`src/hw/emtf_pkg.sv`:
```
package emtf_pkg;

	//////////////////////////////////////////////////////////////////////
	// ttc command pipeline
	//////////////////////////////////////////////////////////////////////

	localparam int N_TTC_CMD = 7; // l1a, bc0, resync, ev/or resets, inject, hard reset
	localparam int TTC_DEPTH = 4; // stages 1..3 feed the stretch

	//////////////////////////////////////////////////////////////////////
	// stub array, scaled down
	//////////////////////////////////////////////////////////////////////

	localparam int LCT_STATIONS = 2;
	localparam int LCT_CHAMBERS = 3;
	localparam int SEG_CH       = 2; // stubs per chamber
	localparam int N_STUBS      = LCT_STATIONS * LCT_CHAMBERS * SEG_CH;

	localparam int STUB_W    = 24;
	localparam int CHAMBER_W = SEG_CH * STUB_W; // upper stub in upper half
	localparam int INJECT_W  = N_STUBS * STUB_W;

	// stub layout {ql[3:0], cp[3:0], 1'b0, wg[6:0], hs[7:0]}
	localparam int BW_QL  = 4;
	localparam int BW_CP  = 4;
	localparam int BW_WG  = 7;
	localparam int BW_HS  = 8;
	localparam int QL_LSB = 20;
	localparam int CP_LSB = 16;
	localparam int WG_LSB = 8; // bit 15 is spare
	localparam int HS_LSB = 0;

	//////////////////////////////////////////////////////////////////////
	// best tracks and output words
	//////////////////////////////////////////////////////////////////////

	localparam int N_TRACKS = 3;
	localparam int N_FRAMES = 4; // last frame blank

	localparam int BW_FPH  = 12; // full precision phi
	localparam int BW_TH   = 7;
	localparam int BW_RANK = 7;
	localparam int BW_PT   = 9;
	localparam int BW_SEG  = 5;
	localparam int BW_SIGN = 6; // one sign per station pair

	localparam int OUT_W = 64;

	// mpc link reset timer
	localparam int HR_CNT_W = 24;

	typedef logic [STUB_W-1:0]    stub_word_t;
	typedef logic [OUT_W-1:0]     out_word_t;
	typedef logic [HR_CNT_W-1:0]  hr_count_t;
	typedef logic [2*OUT_W-1:0]   spy_word_t; // {word1, word0}

endpackage
```
`src/hw/emtf_core_top.sv`:
```
module emtf_core_top
(
	input  logic clk_160,
	input  logic ttc_hard_reset_rx,

	// ttc
	input  logic ttc_l1a_i,
	input  logic ttc_bc0_i,
	input  logic ttc_resync_i,
	input  logic ttc_ev_cnt_reset_i,
	input  logic ttc_or_cnt_reset_i,
	input  logic ttc_mpc_inject_i,
	input  logic ttc_hard_reset_i,
	input  logic mpc_inj_enable_i,
	input  logic local_inject_i,
	output logic ttc_l1a_o,
	output logic ttc_bc0_o,
	output logic ttc_resync_o,
	output logic ttc_ev_cnt_reset_o,
	output logic ttc_or_cnt_reset_o,
	output logic inject_start_o,

	// mpc link reset
	input  emtf_pkg::hr_count_t mpc_link_hr_to_i,
	input  logic                mpc_links_hr_en_i,
	output logic                mpc_links_reset_o,

	// stubs
	input  logic                                         inj_enable_i,
	input  logic [emtf_pkg::INJECT_W-1:0]                inject_data_i,
	input  emtf_pkg::stub_word_t [emtf_pkg::N_STUBS-1:0] mpc_stub_i,
	output logic [emtf_pkg::N_STUBS*emtf_pkg::BW_QL-1:0] lct_ql_o,
	output logic [emtf_pkg::N_STUBS*emtf_pkg::BW_CP-1:0] lct_cp_o,
	output logic [emtf_pkg::N_STUBS*emtf_pkg::BW_WG-1:0] lct_wg_o,
	output logic [emtf_pkg::N_STUBS*emtf_pkg::BW_HS-1:0] lct_hs_o,
	output logic [emtf_pkg::N_STUBS-1:0]                 lct_vf_o,

	// best tracks
	input  logic [emtf_pkg::N_TRACKS*emtf_pkg::BW_FPH-1:0]    bt_phi_i,
	input  logic [emtf_pkg::N_TRACKS*emtf_pkg::BW_TH-1:0]     bt_theta_i,
	input  logic [emtf_pkg::N_TRACKS*2*emtf_pkg::BW_FPH-1:0]  bt_delta_ph_i,
	input  logic [emtf_pkg::N_TRACKS*2*emtf_pkg::BW_TH-1:0]   bt_delta_th_i,
	input  logic [emtf_pkg::N_TRACKS*emtf_pkg::BW_RANK-1:0]   bt_rank_i,
	input  logic [emtf_pkg::N_TRACKS*emtf_pkg::BW_PT-1:0]     bt_pt_i,
	input  logic [emtf_pkg::N_TRACKS*emtf_pkg::BW_SEG-1:0]    bt_si_i,
	input  logic [emtf_pkg::N_TRACKS*emtf_pkg::BW_SIGN-1:0]   bt_sign_ph_i,
	input  logic [emtf_pkg::N_TRACKS*emtf_pkg::BW_SIGN-1:0]   bt_sign_th_i,
	input  logic [emtf_pkg::N_TRACKS*emtf_pkg::BW_CP-1:0]     bt_cpattern_i,
	output emtf_pkg::out_word_t word0_o,
	output emtf_pkg::out_word_t word1_o,
	output emtf_pkg::spy_word_t spy_word_o
);

	logic hard_reset_cmd; // stretched hard reset into the link timer

	ttc_cmd_stretch ttc_str
	(
		.clk_160 (clk_160), .ttc_hard_reset_rx (ttc_hard_reset_rx),
		.ttc_l1a_i (ttc_l1a_i), .ttc_bc0_i (ttc_bc0_i), .ttc_resync_i (ttc_resync_i),
		.ttc_ev_cnt_reset_i (ttc_ev_cnt_reset_i), .ttc_or_cnt_reset_i (ttc_or_cnt_reset_i),
		.ttc_mpc_inject_i (ttc_mpc_inject_i), .ttc_hard_reset_i (ttc_hard_reset_i),
		.mpc_inj_enable_i (mpc_inj_enable_i), .local_inject_i (local_inject_i),
		.ttc_l1a_o (ttc_l1a_o), .ttc_bc0_o (ttc_bc0_o), .ttc_resync_o (ttc_resync_o),
		.ttc_ev_cnt_reset_o (ttc_ev_cnt_reset_o), .ttc_or_cnt_reset_o (ttc_or_cnt_reset_o),
		.hard_reset_cmd_o (hard_reset_cmd), .inject_start_o (inject_start_o)
	);

	link_hr_timer hr_tmr
	(
		.clk_160 (clk_160), .ttc_hard_reset_rx (ttc_hard_reset_rx),
		.hard_reset_cmd_i (hard_reset_cmd), .mpc_link_hr_to_i (mpc_link_hr_to_i),
		.mpc_links_hr_en_i (mpc_links_hr_en_i), .mpc_links_reset_o (mpc_links_reset_o)
	);

	lct_source_sel lct_sel
	(
		.clk_160 (clk_160), .ttc_hard_reset_rx (ttc_hard_reset_rx),
		.inj_enable_i (inj_enable_i), .inject_data_i (inject_data_i),
		.mpc_stub_i (mpc_stub_i),
		.lct_ql_o (lct_ql_o), .lct_cp_o (lct_cp_o), .lct_wg_o (lct_wg_o),
		.lct_hs_o (lct_hs_o), .lct_vf_o (lct_vf_o)
	);

	track_word_serializer tws
	(
		.clk_160 (clk_160), .ttc_hard_reset_rx (ttc_hard_reset_rx),
		.bt_phi_i (bt_phi_i), .bt_theta_i (bt_theta_i),
		.bt_delta_ph_i (bt_delta_ph_i), .bt_delta_th_i (bt_delta_th_i),
		.bt_rank_i (bt_rank_i), .bt_pt_i (bt_pt_i), .bt_si_i (bt_si_i),
		.bt_sign_ph_i (bt_sign_ph_i), .bt_sign_th_i (bt_sign_th_i),
		.bt_cpattern_i (bt_cpattern_i),
		.word0_o (word0_o), .word1_o (word1_o), .spy_word_o (spy_word_o)
	);

endmodule

```
`src/hw/track_word_serializer.sv`:
```
module track_word_serializer
(
	input  logic clk_160,
	input  logic ttc_hard_reset_rx,

	// best tracks, track 0 in low bits
	input  logic [emtf_pkg::N_TRACKS*emtf_pkg::BW_FPH-1:0]    bt_phi_i,
	input  logic [emtf_pkg::N_TRACKS*emtf_pkg::BW_TH-1:0]     bt_theta_i,
	input  logic [emtf_pkg::N_TRACKS*2*emtf_pkg::BW_FPH-1:0]  bt_delta_ph_i,
	input  logic [emtf_pkg::N_TRACKS*2*emtf_pkg::BW_TH-1:0]   bt_delta_th_i,
	input  logic [emtf_pkg::N_TRACKS*emtf_pkg::BW_RANK-1:0]   bt_rank_i,
	input  logic [emtf_pkg::N_TRACKS*emtf_pkg::BW_PT-1:0]     bt_pt_i,
	input  logic [emtf_pkg::N_TRACKS*emtf_pkg::BW_SEG-1:0]    bt_si_i,
	input  logic [emtf_pkg::N_TRACKS*emtf_pkg::BW_SIGN-1:0]   bt_sign_ph_i,
	input  logic [emtf_pkg::N_TRACKS*emtf_pkg::BW_SIGN-1:0]   bt_sign_th_i,
	input  logic [emtf_pkg::N_TRACKS*emtf_pkg::BW_CP-1:0]     bt_cpattern_i,

	output emtf_pkg::out_word_t word0_o,
	output emtf_pkg::out_word_t word1_o,
	output emtf_pkg::spy_word_t spy_word_o
);
	import emtf_pkg::*;

	out_word_t frame_w0 [N_FRAMES];
	out_word_t frame_w1 [N_FRAMES];
	logic [$clog2(N_FRAMES)-1:0] frame;
	spy_word_t spy_r;
	spy_word_t spy_rr;

	//////////////////////////////////////////////////////////////////////
	// word assembly, all tracks at once
	//////////////////////////////////////////////////////////////////////

	always_comb
	begin
		for (int t = 0; t < N_FRAMES; t++)
		begin
			frame_w0[t] = '0; // trailing frame stays blank
			frame_w1[t] = '0;
		end
		for (int t = 0; t < N_TRACKS; t++)
		begin
			frame_w0[t] = {
				bt_rank_i[t*BW_RANK +: BW_RANK],
				bt_delta_th_i[(2*t+1)*BW_TH +: BW_TH],
				bt_delta_th_i[2*t*BW_TH +: BW_TH],
				bt_theta_i[t*BW_TH +: BW_TH],
				bt_delta_ph_i[(2*t+1)*BW_FPH +: BW_FPH],
				bt_delta_ph_i[2*t*BW_FPH +: BW_FPH],
				bt_phi_i[t*BW_FPH +: BW_FPH]
			};
			// zero pad on top through the cast
			frame_w1[t] = out_word_t'({
				bt_pt_i[t*BW_PT +: BW_PT],
				bt_si_i[t*BW_SEG +: BW_SEG],
				bt_sign_th_i[t*BW_SIGN +: BW_SIGN],
				bt_sign_ph_i[t*BW_SIGN +: BW_SIGN],
				bt_cpattern_i[t*BW_CP +: BW_CP]
			});
		end
	end

	// frame stepping and spy delay line
	always_ff @(posedge clk_160)
	begin
		if (ttc_hard_reset_rx)
		begin
			frame      <= '0;
			word0_o    <= '0;
			word1_o    <= '0;
			spy_r      <= '0;
			spy_rr     <= '0;
			spy_word_o <= '0;
		end
		else
		begin
			word0_o    <= frame_w0[frame];
			word1_o    <= frame_w1[frame];
			frame      <= frame + 1'b1; // wraps after blank frame
			spy_r      <= {word1_o, word0_o};
			spy_rr     <= spy_r;
			spy_word_o <= spy_rr;
		end
	end

endmodule

```
`src/hw/lct_source_sel.sv`:
```
module lct_source_sel
(
	input  logic clk_160,
	input  logic ttc_hard_reset_rx,

	input  logic                                         inj_enable_i,
	input  logic [emtf_pkg::INJECT_W-1:0]                inject_data_i,
	input  emtf_pkg::stub_word_t [emtf_pkg::N_STUBS-1:0] mpc_stub_i,

	output logic [emtf_pkg::N_STUBS*emtf_pkg::BW_QL-1:0] lct_ql_o,
	output logic [emtf_pkg::N_STUBS*emtf_pkg::BW_CP-1:0] lct_cp_o,
	output logic [emtf_pkg::N_STUBS*emtf_pkg::BW_WG-1:0] lct_wg_o,
	output logic [emtf_pkg::N_STUBS*emtf_pkg::BW_HS-1:0] lct_hs_o,
	output logic [emtf_pkg::N_STUBS-1:0]                 lct_vf_o
);
	import emtf_pkg::*;

	logic [CHAMBER_W-1:0] chamber [LCT_STATIONS*LCT_CHAMBERS];
	stub_word_t           sel_stub [N_STUBS];

	//////////////////////////////////////////////////////////////////////
	// split inject data, pick the source per stub
	//////////////////////////////////////////////////////////////////////

	always_comb
	begin
		for (int st = 0; st < LCT_STATIONS; st++)
		begin
			for (int ch = 0; ch < LCT_CHAMBERS; ch++)
			begin
				chamber[st*LCT_CHAMBERS+ch] =
					inject_data_i[(st*LCT_CHAMBERS+ch)*CHAMBER_W +: CHAMBER_W];
				for (int sg = 0; sg < SEG_CH; sg++) // higher stub sits higher
				begin
					sel_stub[(st*LCT_CHAMBERS+ch)*SEG_CH+sg] = inj_enable_i ?
						chamber[st*LCT_CHAMBERS+ch][sg*STUB_W +: STUB_W] :
						mpc_stub_i[(st*LCT_CHAMBERS+ch)*SEG_CH+sg];
				end
			end
		end
	end

	// registered unpack
	always_ff @(posedge clk_160)
	begin
		if (ttc_hard_reset_rx)
		begin
			lct_ql_o <= '0;
			lct_cp_o <= '0;
			lct_wg_o <= '0;
			lct_hs_o <= '0;
			lct_vf_o <= '0;
		end
		else
		begin
			for (int i = 0; i < N_STUBS; i++)
			begin
				lct_ql_o[i*BW_QL +: BW_QL] <= sel_stub[i][QL_LSB +: BW_QL];
				lct_cp_o[i*BW_CP +: BW_CP] <= sel_stub[i][CP_LSB +: BW_CP];
				lct_wg_o[i*BW_WG +: BW_WG] <= sel_stub[i][WG_LSB +: BW_WG];
				lct_hs_o[i*BW_HS +: BW_HS] <= sel_stub[i][HS_LSB +: BW_HS];
				lct_vf_o[i] <= sel_stub[i][QL_LSB +: BW_QL] != '0; // valid = any quality
			end
		end
	end

endmodule

```
`src/hw/link_hr_timer.sv`:
```
module link_hr_timer
(
	input  logic                clk_160,
	input  logic                ttc_hard_reset_rx,
	input  logic                hard_reset_cmd_i, // stretched ttc hard reset
	input  emtf_pkg::hr_count_t mpc_link_hr_to_i, // timeout in clk_160 cycles
	input  logic                mpc_links_hr_en_i,
	output logic                mpc_links_reset_o
);
	import emtf_pkg::*;

	hr_count_t hr_cnt;
	hr_count_t hr_cnt_nxt;

	// reload while the command is up, then count down and stop at zero
	always_comb
	begin
		if (hard_reset_cmd_i)
			hr_cnt_nxt = mpc_link_hr_to_i;
		else if (hr_cnt != '0)
			hr_cnt_nxt = hr_cnt - hr_count_t'(1);
		else
			hr_cnt_nxt = hr_cnt;
	end

	always_ff @(posedge clk_160)
	begin
		if (ttc_hard_reset_rx)
		begin
			hr_cnt            <= '0;
			mpc_links_reset_o <= 1'b0;
		end
		else
		begin
			hr_cnt            <= hr_cnt_nxt;
			mpc_links_reset_o <= (hr_cnt_nxt != '0) && mpc_links_hr_en_i; // follows new count
		end
	end

endmodule

```
`src/hw/ttc_cmd_stretch.sv`:
```
module ttc_cmd_stretch
(
	input  logic clk_160,
	input  logic ttc_hard_reset_rx,

	// raw ttc pins
	input  logic ttc_l1a_i,
	input  logic ttc_bc0_i,
	input  logic ttc_resync_i,
	input  logic ttc_ev_cnt_reset_i,
	input  logic ttc_or_cnt_reset_i,
	input  logic ttc_mpc_inject_i,
	input  logic ttc_hard_reset_i,

	input  logic mpc_inj_enable_i,
	input  logic local_inject_i,

	output logic ttc_l1a_o,
	output logic ttc_bc0_o,
	output logic ttc_resync_o,
	output logic ttc_ev_cnt_reset_o,
	output logic ttc_or_cnt_reset_o,
	output logic hard_reset_cmd_o,
	output logic inject_start_o
);
	import emtf_pkg::*;

	logic [N_TTC_CMD-1:0] ttc_raw;
	logic [N_TTC_CMD-1:0] ttc_sr [TTC_DEPTH]; // [0] is the input capture
	logic [N_TTC_CMD-1:0] ttc_or;
	logic [N_TTC_CMD-1:0] ttc_str;
	logic mpc_inject_str;

	assign ttc_raw = {ttc_mpc_inject_i, ttc_or_cnt_reset_i, ttc_ev_cnt_reset_i,
		ttc_bc0_i, ttc_resync_i, ttc_l1a_i, ttc_hard_reset_i};

	// three cycles wide, overlapping pulses merge
	always_comb
	begin
		ttc_or = '0;
		for (int s = 1; s < TTC_DEPTH; s++)
			ttc_or |= ttc_sr[s];
	end

	always_ff @(posedge clk_160)
	begin
		if (ttc_hard_reset_rx)
		begin
			for (int s = 0; s < TTC_DEPTH; s++)
				ttc_sr[s] <= '0;
			ttc_str <= '0;
		end
		else
		begin
			ttc_sr[0] <= ttc_raw;
			for (int s = 1; s < TTC_DEPTH; s++)
				ttc_sr[s] <= ttc_sr[s-1];
			ttc_str <= ttc_or;
		end
	end

	assign {mpc_inject_str, ttc_or_cnt_reset_o, ttc_ev_cnt_reset_o,
		ttc_bc0_o, ttc_resync_o, ttc_l1a_o, hard_reset_cmd_o} = ttc_str;

	// ttc inject only when enabled, local request always
	assign inject_start_o = (mpc_inject_str && mpc_inj_enable_i) || local_inject_i;

endmodule

```
`config.mk`:
```
export PLATFORM = sky130hd
export DESIGN_NAME = emtf_core_top
export DESIGN_NICKNAME = d
export VERILOG_FILES = /design/src/hw/emtf_pkg.sv /design/src/hw/emtf_core_top.sv /design/src/hw/track_word_serializer.sv /design/src/hw/lct_source_sel.sv /design/src/hw/link_hr_timer.sv /design/src/hw/ttc_cmd_stretch.sv
export SDC_FILE = /design/constraint.sdc
export NUM_CORES = 1
export LEC_CHECK = 0
export ABC_AREA = 1
export BUFFER_PORTS_ARGS = -buffer_cell sky130_fd_sc_hd__buf_2
export CAP_MARGIN = 20
export CORE_AREA = 2 2 561 563
export DETAILED_ROUTE_END_ITERATION = 8
export DIE_AREA = 0 0 563 565
export MAX_ROUTING_LAYER = met4
export PLACE_DENSITY_LB_ADDON = 0.2
export SYNTH_ARGS = -nofsm -noshare
export SYNTH_HDL_FRONTEND = slang
export SYNTH_SLANG_ARGS = --single-unit
```
`constraint.sdc`:
```
create_clock -name clk_160 -period 4.3 [get_ports clk_160]
set_input_delay 0.86 -clock clk_160 [delete_from_list [all_inputs] [get_ports clk_160]]
set_output_delay 0.86 -clock clk_160 [all_outputs]
set_load 0.02 [all_outputs]
```
Word-level counts from Yosys, hierarchy flattened --
Memory sizes are Yosys's and may differ from the RTL's. Cells that the tools add are included. Widths: inputs -> output; s select.
Storage, ports and cells: bits in registers 834, memory bits (writable) 28, bits of input ports 895, output and inout bits 551, logic and storage cells 69, memories 1
Memories:
- ttc_str.ttc_sr | words 4, bits a word 7, rd ports 4, clocked after Yosys merged registers in 0, write ports 4, RTL line ttc_cmd_stretch.sv:29 | logic [N_TTC_CMD-1:0] ttc_sr [TTC_DEPTH];
Operators by class: add/sub/neg operators 2, magnitude comparators 1, muxes and demuxes 27, bitwise logic cells 7, reductions and logical operators 17
Operators by type and width (number):
- $mux 24 | 14
- $bmux 64 s2 | 2
- $mux 64 | 4
- $reduce_bool 24->1 | 2
- $reduce_bool 4->1 | 12
- $mux 7 | 4
- $sub 24x1->24 const B | 1
- $or 7x7->7 | 2
- $or 1x1->1 | 4
- $ge 3x3->1 const B | 1
- $mux 1 | 3
- $not 2->3 | 1
- $add 2x1->2 const B | 1
- $logic_and 1x1->1 | 2
- $logic_or 1x1->1 | 1

Longest topological paths before layout --
Gate-level depths: netlist of run 1.
depth in word-level cells 5, depth in mapped cells 15, mapped depth without buffers 15

By module --
A second synthesis of run 1 with hierarchy kept.
Second synthesis, totals: cells, all modules 3604, area total of the unflattened synthesis 26834.5 µm²
By module, submodules not included:
- track_word_serializer | instances 1, cells an instance 1759, area an instance 13360.3 µm²
- lct_source_sel | instances 1, cells an instance 1402, area an instance 10490.1 µm²
- link_hr_timer | instances 1, cells an instance 333, area an instance 1983.2 µm²
- ttc_cmd_stretch | instances 1, cells an instance 110, area an instance 1001.0 µm²

Worst setup path before layout of run 1 --
OpenSTA, ideal clock, no wires.
kind input -> register, start input inj_enable_i, end register lct_sel.lct_vf_o[6] (netlist bit), arrival time 1.985 ns, required time 4.162 ns, setup slack 2.177 ns, cell stages on the path 6, buffers on the path 4, cells stage by stage buf_2 > buf_4 > buf_2 > buf_2 > mux2i_1 > a41oi_1
On the way: longest elaborated chain between the ends 2
RTL lines:
- from (decl) | RTL line emtf_core_top.sv:29 | input logic inj_enable_i,
- $mux 24 | RTL line lct_source_sel.sv:35 | sel_stub[(st*LCT_CHAMBERS+ch)*SEG_CH+sg] = inj_enable_i ?
- $reduce_bool 4->1 | RTL line lct_source_sel.sv:62 | lct_vf_o[i] <= sel_stub[i][QL_LSB +: BW_QL] != '0;
- to (signal assigned) | RTL line lct_source_sel.sv:52 | lct_vf_o <= '0;
- to (signal, indexed assignment) | RTL line lct_source_sel.sv:62
- to (decl) | RTL line lct_source_sel.sv:14 | output logic [emtf_pkg::N_STUBS-1:0] lct_vf_o
No other way between the ends. A chain may end at the register's enable or synchronous reset.

Final worst setup path of run 1 --
start register tws.word0_o[17], end output word0_o[17]
RTL lines:
- from (decl) | RTL line track_word_serializer.sv:18 | output emtf_pkg::out_word_t word0_o,
- from (signal assigned) | RTL line track_word_serializer.sv:77 | word0_o <= frame_w0[frame];
- to (decl) | RTL line emtf_core_top.sv:49 | output emtf_pkg::out_word_t word0_o,
No word-level cell between the ends.

==> results of run 1 <==
## path summary, 6_finish.rpt
path	startpoint	slack, ns	endpoint
max	tws.word0_o[17]$_SDFF_PP0_	1.59	word0_o[17]
min	ttc_mpc_inject_i	0.27	ttc_str.ttc_sr[0][6]$_SDFF_PP0_
max reg2reg	hr_tmr.hr_cnt[0]$_SDFF_PP0_	1.83	hr_tmr.mpc_links_reset_o$_SDFF_PP0_
min reg2reg	tws.spy_rr[14]$_SDFF_PP0_	0.40	tws.spy_word_o[14]$_SDFF_PP0_
## cell type report
class / instances / area [um2] / share of cell area
clock buffers: 135 / 2790 / 0.0696
inverters: 338 / 1290 / 0.0321
well taps: 4140 / 5180 / 0.129
multi-input cells: 1927 / 8390 / 0.210
flip-flops and latches: 726 / 14500 / 0.363
repair buffers: 1388 / 7130 / 0.178
clock inverters: 38 / 548 / 0.0137
diodes: 74 / 185 / 0.00462
## registers in the layout, indices dropped and copies added, names as in the netlist, 48 cells and up
register,flops
lct_sel.lct_wg_o,84
tws.spy_rr,94
lct_sel.lct_hs_o,96
lct_sel.lct_cp_o,48
tws.spy_word_o,94
tws.spy_r,94
tws.word0_o,64
lct_sel.lct_ql_o,48
## logic make-up after synthesis
kind of cell	Yosys count	share of synthesized area
and+or+nand+nor	1346	0.208
DFF	726	0.577
buffers and inverters	590	0.0999
AOI/OAI and AO/OA	458	0.0929
muxes	48	0.0191
xor gates and xnor gates	5	0.00174
adders and majority gates	2	0.000994
other	1	0.000149
## power by group through the flow
stage          sequential [mW]  clock [mW]  combinational (mW)
4_1_cts                   7.57        9.14                4.00
3_3_place_gp              7.72           0                4.01
2_1_floorplan             7.91           0                1.87
6_report                  7.56        8.67                3.89
3_5_place_dp              7.72           0                3.98
5_1_grt                   7.61        9.35                4.34
## metal layers
layer / track usage / vias to the layer above / part of all wire
met5: - / - / 0
met1: 0.151 / 11875 / 0.40
met2: 0.214 / 1460 / 0.47
li1: - / 12316 / -
met4: 0.0355 / 0 / 0.031
met3: 0.0455 / 431 / 0.10
## synth_stat cells
cell	n
nand2_2	3
nor2_1	1072
ha_1	2
nand2_1	207
a21o_1	1
buf_4	72
nor2_2	10
mux2i_1	48
xnor2_1	3
nand3_1	24
clkbuf_1	147
buf_1	21
inv_2	1
dfxtp_1	726
buf_2	10
nand3b_1	7
buf_6	1
a41oi_1	12
o21ai_0	327
xor2_1	2
nand3_4	1
a21oi_1	118
or2_2	7
conb_1	1
inv_1	337
clkbuf_8	1
nor2_4	1
nand3_2	7
nand4_1	7
==> metrics.cfg, run 1 <==
[run_status]
status = finished, final reports clean

[worst_setup_path]
crit_family = flip-flops
path_class = flip-flop to primary output
crit_path_start_kind = flip-flop
rr_worst_depth = 15
path_buf_inv = 1
end_kind = primary output
crit_path_top_delay_cell = dfxtp_1
critPathMaxFanout = 2
crit_path_max_incr_delay_ns = 0.75
cp.arrival_ns = 1.85
required_ns = 3.44
cp.depth = 1
path_cells = buf_2

[clock_network]
clockRootBuffer = clkbuf_16
hold_buffers = 0
post_cts_resized = 0
cts_setup_buffers = 0
cts_made_buffers = 102
cts_tree = built
clock_sinks = 726
htree_levels = 3
clk_pin_slew_ns = 0.06
insertion_delay_ns = 0.81
clockBufferDepth = 4

[power_and_ir_drop]
p_seq_frac = 0.376
p_leak_nw = 18.2
power_density_mw_per_mm2 = 502
switching_share = 0.325
p_int_mw = 13.6
p_switching_mw = 6.53
clkPwrFrac = 0.431
total_power_mw = 20.1
peakVddDrop_mv = 0.270
p_comb_frac = 0.193

[layout]
instances_no_fill = 8766
syn_to_final_growth_pct = 59.0
fin_util = 0.129
layout_commonest_cell = buf_2
layout_common_cells = 1,351 x buf_2, 1,071 x nor2_1, 724 x dfxtp_1
nets = 5380
final_area_mm2 = 0.0400
final_layout_size_suffix_gt1_frac = 0.346
num-fill-cells = 36410

[detailed_routing]
ant_nets = 0
vias_per_cell = 2.98
vias = 26082
drc_errors = 0
wl_per_cell_um = 24.0
wl_um = 211000
drtIter0Drc = 1355
firstDrtPassIters = 5

[flow_run]
drv_cap = 0

[logic_synthesis]
yosys.area.top_type = dfxtp_1
synthTopCellsByArea = dfxtp_1 58%, nor2_1 16%, o21ai_0 6.5%, inv_1 5.0%, nand2_1 3.1%
synth_area_per_cell_um2 = 7.93
yosysWarnings = 0
syn_inst = 3176
syn_area_mm2 = 0.0252
ys_seq_area_frac = 0.577
ys_types = 29
synth_top_area_frac = 0.577
synth_seq_cells = 726

[placement]
io_buffers = 1353
postPlaceCellArea_mm2 = 0.0365
dp_worst_setup_slack_ns = 1.29
place_hpwl_um = 180000
dp_cells = 8519
gp_congestion = 0.932

[sta]
setup_tns_ns = 0
drv_slew = 0
finalCriticalPeriod_ns = 2.71
finalSetupViolations = 0
hold_slack_ns = 0.270
relSlewSlack = 0.154
hold_viol = 0
fin_worst_skew_ns = 0.0231
timing.fmax_mhz = 368
period_share = 0.631
rsz0062_at_grt = no
tightestPinTransition_ns = 1.27
setup_slack_ns = 1.59

[floorplanning]
start_util = 0.0809
num_rows = 205
die_w_um = 563
fp.dieH_um = 565
die_area_mm2 = 0.318
coreArea_mm2 = 0.311
ioPinCount = 1446

[global_routing]
grtUsageTotal = 0.131
grt_max_degree = 162
grt_first_pass_wirelength_um = 263000
grt_pass1_vias = 25851
grt.overflow.total = 0
grt_antenna_before_repair = 241

[worst_hold_path]
hp-class = primary input to flip-flop
hold_path_depth = 3

Note: power is estimated with default switching activity, not from simulation.
==> run 2, diff against run 1 <==
==> constraint.sdc (replaced) <==
create_clock -name clk_160 -period 2.4 [get_ports clk_160]
set_input_delay 0.48 -clock clk_160 [delete_from_list [all_inputs] [get_ports clk_160]]
set_output_delay 0.48 -clock clk_160 [all_outputs]
set_load 0.02 [all_outputs]
==> metrics.cfg, run 2 (synthesis gave the netlist of run 1 again) <==
[clock_network]
clock_sinks = 726
cts_made_buffers = 104
insertion_delay_ns = 0.80
cts_tree = built
clockRootBuffer = clkbuf_16
htree_levels = 3
clockBufferDepth = 4
clk_pin_slew_ns = 0.06

[global_routing]
grt_pass1_vias = 29239
grtUsageTotal = 0.130
grt.overflow.total = 0
grt_first_pass_wirelength_um = 269000
grt_antenna_before_repair = 204
grt_max_degree = 100

[sta]
fin_worst_skew_ns = 0.0337
relSlewSlack = 0.504
setup_slack_ns = 0.123
timing.fmax_mhz = 439
hold_viol = 0
period_share = 0.949
setup_tns_ns = 0
finalSetupViolations = 0
tightestPinTransition_ns = 0.736
rsz0062_at_grt = no
finalCriticalPeriod_ns = 2.28
drv_slew = 0

[placement]
dp_worst_setup_slack_ns = 0.0634
io_buffers = 1353
place_hpwl_um = 177000
gp_congestion = 0.966

[worst_setup_path]
critPathMaxFanout = 2
crit_family = flip-flops
crit_path_start_kind = flip-flop
crit_path_max_incr_delay_ns = 0.61
path_buf_inv = 1
critPathLaunch = tws.word0_o[17]$_SDFF_PP0_
required_ns = 1.92
cp.arrival_ns = 1.80
crit_path_top_delay_cell = dfxtp_1
path_class = flip-flop to primary output
end_kind = primary output
r2r_start = tws.frame[0]$_SDFF_PP0_
path_cells = buf_2

[detailed_routing]
vias_per_cell = 3.06
drtIter0Drc = 1520
drc_errors = 0
ant_nets = 0
wl_um = 210000
wl_per_cell_um = 22.0
firstDrtPassIters = 7
vias = 29120

[floorplanning]
start_util = 0.0809
coreArea_mm2 = 0.311
die_w_um = 563
fp.dieH_um = 565
ioPinCount = 1446
num_rows = 205
die_area_mm2 = 0.318

[layout]
multi_input_area_mm2 = 0.00840
syn_to_final_growth_pct = 88.9
num-fill-cells = 36045
fin_util = 0.153
largest_reg_flops = 96
final_layout_size_suffix_gt1_frac = 0.311
layout_commonest_cell = buf_2
regMostFlops = lct_sel.lct_hs_o
nets = 6129
regArea_mm2 = 0.0145
layout_common_cells = 1,351 x buf_2, 1,070 x nor2_1, 721 x dfxtp_1

[worst_hold_path]
min-delay-start = mpc_stub_i[148]
hp-class = primary input to flip-flop

[power_and_ir_drop]
p_leak_nw = 21.7
power_density_mw_per_mm2 = 784
peakVddDrop_mv = 0.444

[flow_run]
drv_cap = 0

[run_status]
status = finished, final reports clean

run 2: cell type report:
type | instances | share of cell area
clock inverters | 43 | 0.00978
repair buffers | 2135 | 0.308
multi-input cells | 1927 | 0.176
diodes | 64 | 0.00337
clock buffers | 143 | 0.0608
inverters | 338 | 0.0270
well taps | 4140 | 0.109
flip-flops and latches | 726 | 0.306
run 2: path summary, 6_finish.rpt:
kind	slack, ns	to	cells after the start
max	0.12	word0_o[17]	1
min	0.09	lct_sel.lct_hs_o[52]$_SDFF_PP0_	3
max reg2reg	0.16	tws.word0_o[29]$_SDFF_PP0_	6
min reg2reg	0.39	ttc_str.ttc_sr[1][0]$_SDFF_PP0_	2
run 2: per-layer routing:
layer,GRT usage,vias to the layer above,wire (um)
li1,-,13816,-
met1,0.150,13425,85900
met4,0.0323,0,6130
met3,0.0490,417,21000
met5,-,-,0
met2,0.212,1462,96600
run 2: metrics by stage:
step	hold WS (ns)	power, mW	cell area (um2)	std cells
2_1_floorplan	0.388	17.5	25400	3243
3_3_place_gp	0.389	21.2	37200	8582
3_5_place_dp	0.393	21.1	37200	8582
4_1_cts	0.0000663	38.3	47400	9452
5_1_grt	0.0318	39.5	47500	9496
6_report	0.0879	37.3	47600	9516
run 2: where the power goes:
| part | switching, mW | internal [mW] | leakage (nW) |
|---|---|---|---|
| clock network | 6.42 | 9.07 | 1.62 |
| registers | 0.527 | 12.9 | 6.00 |
| logic | 5.08 | 3.25 | 14.1 |
| total | 12.0 | 25.2 | 21.7 |
run 2: what timing repair did:
action	4_1_cts	5_1_grt
setup endpoints to repair	3	1
buffers inserted	0	0
hold endpoints to repair	394	0
hold buffers	684	0
gates resized for setup	3	1
run 2: worst register-to-register path: cells and delay by family (launching register included):
family | cells | cell delay, ns
AO/OA/AOI/OAI | 1 | 0.15
flip-flops | 1 | 0.43
buffers and inverters | 3 | 1.33
AND/OR/NAND/NOR | 2 | 0.28
